$ cat src/logic/spi_params.svh
`ifndef SPI_PARAMS_SVH
`define SPI_PARAMS_SVH

// full command word, direction bit first
`define SPI_CMD_WIDTH 12

// byte returned by a read frame
`define SPI_READ_WIDTH 8

`define SPI_ADDR_WIDTH 3

// clk cycles per sclk half period
`define SPI_HALF_DIV 4

// direction bit plus address, sent ahead of the read phase
`define SPI_RD_HDR_BITS 4

`endif

$ cat src/logic/spi_pkg.sv
`default_nettype none

`include "spi_params.svh"

package spi_pkg;

  // field order follows command bits 11 down to 0
  typedef struct packed {
    logic                         write;
    logic [`SPI_ADDR_WIDTH-1:0]   addr;
    logic [`SPI_READ_WIDTH-1:0]   wdata;
  } spi_cmd_t;

  // transfer descriptor handed from decode to the shift engine
  typedef struct packed {
    logic [`SPI_CMD_WIDTH-1:0]    tx_word;
    logic [3:0]                   tx_bits;
    logic [3:0]                   rx_bits;
    logic                         is_read;
    logic                         pad;
  } spi_xfer_t;

endpackage

`default_nettype wire

$ cat src/logic/spi_cmd_decode.sv
`default_nettype none
`timescale 1ns/1ps

`include "spi_params.svh"

module spi_cmd_decode (
  input  wire                 clk,
  input  wire                 rst_n,
  input  wire spi_pkg::spi_cmd_t cmd_in,
  input  wire                 cmd_vld,
  output logic                cmd_rdy,
  output spi_pkg::spi_xfer_t  xfer,
  output logic                xfer_start,
  input  wire                 xfer_done
);

  import spi_pkg::*;

  logic      busy;
  logic      accept;
  spi_xfer_t xfer_next;

  // a strobe while a frame is pending or running is simply dropped
  assign accept  = cmd_vld && !busy;
  assign cmd_rdy = !busy;

  always_comb
  begin
    xfer_next         = '0;
    xfer_next.is_read = !cmd_in.write;
    if (cmd_in.write)
    begin
      xfer_next.tx_word = cmd_in;
      xfer_next.tx_bits = 4'(`SPI_CMD_WIDTH);
      xfer_next.rx_bits = 4'd0;
    end
    else
    begin
      // only the header goes out, the data byte slot stays zero
      xfer_next.tx_word = {cmd_in.write, cmd_in.addr,
                           {(`SPI_CMD_WIDTH - `SPI_RD_HDR_BITS){1'b0}}};
      xfer_next.tx_bits = 4'(`SPI_RD_HDR_BITS);
      xfer_next.rx_bits = 4'(`SPI_READ_WIDTH);
    end
  end

  always_ff @(posedge clk or negedge rst_n)
  begin
    if (!rst_n)
    begin
      busy       <= 1'b0;
      xfer_start <= 1'b0;
    end
    else
    begin
      xfer_start <= accept;
      if (accept)
        busy <= 1'b1;
      else if (xfer_done)
        busy <= 1'b0;
    end
  end

  // descriptor stays stable for the whole frame since busy blocks new commands
  always_ff @(posedge clk)
  begin
    if (accept)
      xfer <= xfer_next;
  end

endmodule

`default_nettype wire

$ cat src/logic/spi_shift_engine.sv
`default_nettype none
`timescale 1ns/1ps

`include "spi_params.svh"

module spi_shift_engine (
  input  wire                 clk,
  input  wire                 rst_n,
  input  wire spi_pkg::spi_xfer_t xfer,
  input  wire                 xfer_start,
  output logic                xfer_done,
  output logic                sclk,
  output logic                cs,
  output logic                mosi,
  input  wire                 miso,
  output logic                rx_sample,
  output logic                rx_bit,
  output logic                frame_end
);

  localparam int cmd_w = `SPI_CMD_WIDTH;
  localparam int div_w = (`SPI_HALF_DIV > 1) ? $clog2(`SPI_HALF_DIV) : 1;
  localparam logic [div_w-1:0] div_last = div_w'(`SPI_HALF_DIV - 1);

  typedef enum logic [1:0] {
    st_idle,
    st_shift,
    st_finish
  } state_t;

  state_t           state;
  logic [div_w-1:0] div_cnt;
  logic             div_wrap;
  logic [4:0]       bit_cnt;
  logic [4:0]       bit_next;
  logic [4:0]       tx_bits_ext;
  logic [4:0]       total_bits;
  logic [cmd_w-1:0] shreg;

  assign div_wrap    = (div_cnt == div_last);
  assign bit_next    = bit_cnt + 5'd1;
  assign tx_bits_ext = {1'b0, xfer.tx_bits};
  assign total_bits  = {1'b0, xfer.tx_bits} + {1'b0, xfer.rx_bits};

  always_ff @(posedge clk or negedge rst_n)
  begin
    if (!rst_n)
    begin
      state     <= st_idle;
      div_cnt   <= '0;
      bit_cnt   <= '0;
      sclk      <= 1'b0;
      cs        <= 1'b1;
      mosi      <= 1'b0;
      rx_sample <= 1'b0;
      rx_bit    <= 1'b0;
      frame_end <= 1'b0;
      xfer_done <= 1'b0;
    end
    else
    begin
      rx_sample <= 1'b0;
      frame_end <= 1'b0;
      xfer_done <= 1'b0;
      case (state)
        st_idle:
        begin
          if (xfer_start)
          begin
            state   <= st_shift;
            cs      <= 1'b0;
            div_cnt <= '0;
            bit_cnt <= '0;
            mosi    <= xfer.tx_word[cmd_w-1];
          end
        end
        st_shift:
        begin
          if (div_wrap)
          begin
            div_cnt <= '0;
            sclk    <= !sclk;
            if (!sclk)
            begin
              // rising edge, miso is stable here in mode 0
              if (xfer.is_read && bit_cnt >= tx_bits_ext)
              begin
                rx_sample <= 1'b1;
                rx_bit    <= miso;
              end
            end
            else
            begin
              bit_cnt <= bit_next;
              if (bit_next == total_bits)
              begin
                state <= st_finish;
                mosi  <= 1'b0;
              end
              else if (bit_next < tx_bits_ext)
                mosi <= shreg[cmd_w-1];
              else
                mosi <= 1'b0;
            end
          end
          else
            div_cnt <= div_cnt + 1'b1;
        end
        st_finish:
        begin
          // cs trails the last falling edge by one half period
          if (div_wrap)
          begin
            state     <= st_idle;
            cs        <= 1'b1;
            div_cnt   <= '0;
            frame_end <= 1'b1;
            xfer_done <= 1'b1;
          end
          else
            div_cnt <= div_cnt + 1'b1;
        end
        default:
          state <= st_idle;
      endcase
    end
  end

  // top bit of shreg is always the next mosi bit
  always_ff @(posedge clk)
  begin
    if (state == st_idle && xfer_start)
      shreg <= xfer.tx_word << 1;
    else if (state == st_shift && div_wrap && sclk)
      shreg <= shreg << 1;
  end

endmodule

`default_nettype wire

$ cat src/logic/spi_read_capture.sv
`default_nettype none
`timescale 1ns/1ps

`include "spi_params.svh"

module spi_read_capture (
  input  wire                         clk,
  input  wire                         rst_n,
  input  wire                         rx_sample,
  input  wire                         rx_bit,
  input  wire                         frame_end,
  output logic                        read_vld,
  output logic [`SPI_READ_WIDTH-1:0]  read_data
);

  localparam int rd_w  = `SPI_READ_WIDTH;
  localparam int cnt_w = $clog2(`SPI_READ_WIDTH + 1);

  logic [rd_w-1:0]  rx_shift;
  logic [cnt_w-1:0] rx_cnt;

  // msb arrives first, so shift toward the top
  always_ff @(posedge clk)
  begin
    if (rx_sample)
      rx_shift <= {rx_shift[rd_w-2:0], rx_bit};
  end

  always_ff @(posedge clk or negedge rst_n)
  begin
    if (!rst_n)
    begin
      rx_cnt    <= '0;
      read_vld  <= 1'b0;
      read_data <= '0;
    end
    else
    begin
      read_vld <= 1'b0;
      if (frame_end)
      begin
        rx_cnt <= '0;
        // a write frame ends with no samples and leaves read_data alone
        if (rx_cnt == cnt_w'(rd_w))
        begin
          read_data <= rx_shift;
          read_vld  <= 1'b1;
        end
      end
      else if (rx_sample)
        rx_cnt <= rx_cnt + 1'b1;
    end
  end

endmodule

`default_nettype wire

$ cat src/logic/spi_cmd_master.sv
`default_nettype none
`timescale 1ns/1ps

`include "spi_params.svh"

module spi_cmd_master (
  input  wire                         clk,
  input  wire                         rst_n,
  input  wire spi_pkg::spi_cmd_t      cmd_in,
  input  wire                         cmd_vld,
  output logic                        cmd_rdy,
  output logic                        sclk,
  output logic                        cs,
  output logic                        mosi,
  input  wire                         miso,
  output logic                        read_vld,
  output logic [`SPI_READ_WIDTH-1:0]  read_data
);

  import spi_pkg::*;

  spi_xfer_t xfer;
  logic      xfer_start;
  logic      xfer_done;
  logic      rx_sample;
  logic      rx_bit;
  logic      frame_end;

  spi_cmd_decode decode_i (
    .clk        (clk),
    .rst_n      (rst_n),
    .cmd_in     (cmd_in),
    .cmd_vld    (cmd_vld),
    .cmd_rdy    (cmd_rdy),
    .xfer       (xfer),
    .xfer_start (xfer_start),
    .xfer_done  (xfer_done)
  );

  spi_shift_engine engine_i (
    .clk        (clk),
    .rst_n      (rst_n),
    .xfer       (xfer),
    .xfer_start (xfer_start),
    .xfer_done  (xfer_done),
    .sclk       (sclk),
    .cs         (cs),
    .mosi       (mosi),
    .miso       (miso),
    .rx_sample  (rx_sample),
    .rx_bit     (rx_bit),
    .frame_end  (frame_end)
  );

  // read result appears one cycle after cs rises
  spi_read_capture capture_i (
    .clk        (clk),
    .rst_n      (rst_n),
    .rx_sample  (rx_sample),
    .rx_bit     (rx_bit),
    .frame_end  (frame_end),
    .read_vld   (read_vld),
    .read_data  (read_data)
  );

endmodule

`default_nettype wire

$ cat config.mk
export PLATFORM = sky130hd
export DESIGN_NAME = spi_cmd_master
export DESIGN_NICKNAME = d
export VERILOG_FILES = /design/src/logic/spi_pkg.sv /design/src/logic/spi_cmd_decode.sv /design/src/logic/spi_shift_engine.sv /design/src/logic/spi_read_capture.sv /design/src/logic/spi_cmd_master.sv
export VERILOG_INCLUDE_DIRS = /design/src /design/src/logic
export SDC_FILE = /design/constraint.sdc
export NUM_CORES = 1
export LEC_CHECK = 0
export BUFFER_PORTS_ARGS = -buffer_cell sky130_fd_sc_hd__buf_2
export CAP_MARGIN = 20
export CORE_ASPECT_RATIO = 0.7
export CORE_MARGIN = 5
export CORE_UTILIZATION = 55
export CTS_CLUSTER_SIZE = 30
export DETAILED_ROUTE_END_ITERATION = 8
export PLACE_DENSITY = 0.75
export SYNTH_ARGS = -nofsm -noshare
export SYNTH_HDL_FRONTEND = slang
export SYNTH_SLANG_ARGS = --single-unit
$ cat constraint.sdc
create_clock -name clk -period 5.3 [get_ports clk]
set_input_delay 1.06 -clock clk [delete_from_list [all_inputs] [get_ports clk]]
set_output_delay 1.06 -clock clk [all_outputs]
set_load 0.05 [all_outputs]
==> metrics.csv <==
stage,metric,value,unit
route,DR pass1 iterations,6,
timing,"Hold Vio Cnt, Final",0,
route,Detail Route Antenna Nets,0,
pwr,Comb pwr share,17.5,%
clock_network,clock sink count,62,
timing,count of final setup violators,0,
route,initial drt markers,80,
flow_run,total of max-cap violations,0,
grt,GRT Total Usage,16.5,%
synth,asr flop ratio synth,48.4,%
floorplanning,Initial Util,56.4,%
route,DRC violations left,0,
timing,Slew @ Worst Pin,0.672,ns
placement,port bufs,28,
floorplanning,FP Rows,21,
pwr,Max VDD drop,273,uV
worst_setup_path,"Buf+Inv Stages, Crit Path",1,
synth,most used standard cell by instance count after synthesis,nand2_1,
clock_network,Worst-Skew Late Latency,0.33,ns
route,Vias,1573,
pwr,clock group share of total power,31.7,%
route,Routed Wire Length,4390,um
grt,global route overflow,0,
clock_network,post-CTS setup buffer count,0,
pwr,sw frac,28.5,%
timing,setup ws final,3.10,ns
worst_setup_path,crit path kind,register to primary output,
clock_network,PostCTS Resize Cnt,0,
floorplanning,die area,6400,um^2
worst_setup_path,CP Launch Type,register,
clock_network,"CTS clk-pin slew, worst paths",0.06,ns
floorplanning,# IOs,29,
pwr,Static Leak,1.32,nW
finish,number of nets in the layout,265,
run_status,status,finished clean,
worst_setup_path,worst-path fanout max,3,
worst_setup_path,CP required,4.24,ns
worst_setup_path,"Largest delay share family, worst path",flip-flops,
timing,relative slew slack,55.2,%
clock_network,CTS Hold Bufs,0,
placement,DP Wirelength,3140,um
worst_setup_path,Crit-path slowest cell,dfstp_2,
route,wire per inst,14.1,um
timing,Max Clk Rate,454,MHz
synth,"flops & latches, synth",62,
route,vias per inst,5.04,
finish,Area growth syn-to-layout,13.8,%
worst_hold_path,min-delay src,capture_i.rx_shift[7],
synth,Synth Cell Area,2680,um^2
synth,Mean Syn Cell Area,13.3,um^2
timing,Final Max Slew Viols,0,
clock_network,number of buffers created by CTS,9,
worst_setup_path,r2r startpoint,engine_i.state[1],
timing,setup TNS,0,ns
pwr,Int Power,0.000780,W
timing,RSZ-0062 raised after global routing,no,
grt,first-pass GRT wire length,7720,um
floorplanning,Die W,93.5,um
grt,pin count of the biggest net entering global routing,31,
finish,diode count,0,
worst_hold_path,worst hold path class,register to register,
placement,Final GP Congestion,0.848,
synth,top-area cell type share of the netlist area,35.8,%
floorplanning,die height,68.4,um
synth,Post-synth EDFFs,32,
grt,initial antenna violation count,0,
synth,"top cells by area, synth","edfxtp_1 (36%), dfrtp_1 (27%), ha_1 (5.1%), nand2_1 (4.8%), mux2_1 (4.6%)",
clock_network,H-tree Lvls,3,
worst_setup_path,endpoint class of the critical path,primary output,
pwr,sequential share of power,50.7,%
worst_setup_path,CP peak stage delay,0.55,ns
pwr,sw power,0.000311,W
synth,Yosys cell types,46,
placement,dpl ws,3.22,ns
pwr,power density cells,357,nW/um^2
finish,share of cells above drive strength 1,19.3,%
grt,via count of the first global-routing pass,1627,
synth,"area leader, netlist",edfxtp_1,
worst_setup_path,Worst Setup SP,engine_i.cs,
synth,Post-synth top cells,"nand2_1 (34), edfxtp_1 (32), dfrtp_1 (29)",
clock_network,clk buf depth,2,
synth,Post-synth top flop,edfxtp_1,
timing,Final Critical Period,2.20,ns
timing,Final period util,41.5,%
floorplanning,core footprint,4760,um^2
worst_setup_path,crit path cell chain,buf_2,
synth,Ys Warns,0,
worst_setup_path,Worst EP arrival,1.14,ns
clock_network,Root Buffer,clkbuf_8,
synth,syn nets,229,
synth,post-synthesis sequential area ratio,63.9,%
finish,fillcell total,366,
timing,clk_skew,0.00539,ns
synth,Syn Inst Count,202,
clock_network,CTS tree,done,
## final timing paths
path	depth (start not counted)	end	slack, ns
max in group asynchronous	1	engine_i.div_cnt[1]	4.10
worst max-delay path	1	cs	3.10
worst max register to register	4	engine_i.shreg[2]	3.26
worst min-delay path	2	capture_i.read_data[7]	0.44
worst min register to register	2	capture_i.read_data[7]	0.44
min in group asynchronous	1	capture_i.read_data[0]	0.76
## routing by layer
layer / vias to the layer above / GRT usage (%) / share of wire [%]
met5: - / 0 / 0
met1: 761 / 21.0 / 48
li1: 780 / - / -
met2: 25 / 25.1 / 46
met4: 0 / 8.59 / 1.3
met3: 7 / 6.04 / 4.7
## registers in the layout, summed over array words and instances, names as in the netlist
name	count
capture_i.rx_shift	8
engine_i.cs	1
capture_i.read_vld	1
capture_i.rx_cnt	4
decode_i.busy	1
decode_i.xfer_start	1
engine_i.bit_cnt	5
engine_i.xfer_done	1
engine_i.shreg	11
engine_i.rx_sample	1
engine_i.div_cnt	2
engine_i.state	2
decode_i.xfer	13
capture_i.read_data	8
engine_i.mosi	1
engine_i.sclk	1
engine_i.rx_bit	1
## final cells by class
class,count,area [um^2],share of cell area [%]
Clock buffer,15,156,5.13
Multi-Input combinational cell,124,898,29.4
Timing Repair Buffer,29,148,4.84
Tap cell,69,86.3,2.83
Clock inverter,1,5.00,0.164
Inverter,12,45.0,1.48
Sequential cell,62,1710,56.1
## power groups by stage
stage / Sequential, W / Clock [W] / Combinational (W)
final: 0.000553 / 0.000346 / 0.000191
after floorplan: 0.000584 / 0 / 0.000114
after CTS: 0.000553 / 0.000353 / 0.000192
after detailed placement: 0.000562 / 0 / 0.000191
after global placement: 0.000560 / 0 / 0.000183
after global routing: 0.000557 / 0.000376 / 0.000209
## cells in the final DEF (no fill, tap or decap), drive strengths merged, types with 5 or more instances in the layout
master,synthesis,final
nand2,34,34
edfxtp,32,32
dfrtp,29,29
buf,4,29
clkbuf,0,15
inv,12,12
mux2,11,11
ha,11,11
and2,9,9
o21ai,8,8
xnor2,5,5
xor2,5,5
## cell families after synthesis
logic type,count (synthesis),synth area share [%]
simple gates,65,12.4
flops,62,63.9
compound gates,23,6.34
buf+inv,16,2.66
mux,14,5.74
fa+ha+maj,12,5.50
xor+xnor,10,3.54
## metrics by stage
stage / std cells / utilization (%) / area (um^2) / total power [W] / hold slack, ns
final: 312 / 64.2 / 3050 / 0.00109 / 0.444
after global routing: 312 / 64.2 / 3050 / 0.00114 / 0.464
after CTS: 312 / 64.2 / 3050 / 0.00110 / 0.446
after detailed placement: 296 / 60.8 / 2890 / 0.000753 / 0.434
after global placement: 295 / 60.6 / 2880 / 0.000743 / 0.425
after floorplan: 202 / - / 2680 / 0.000698 / 0.415
(Power assumes the default switching activity.)
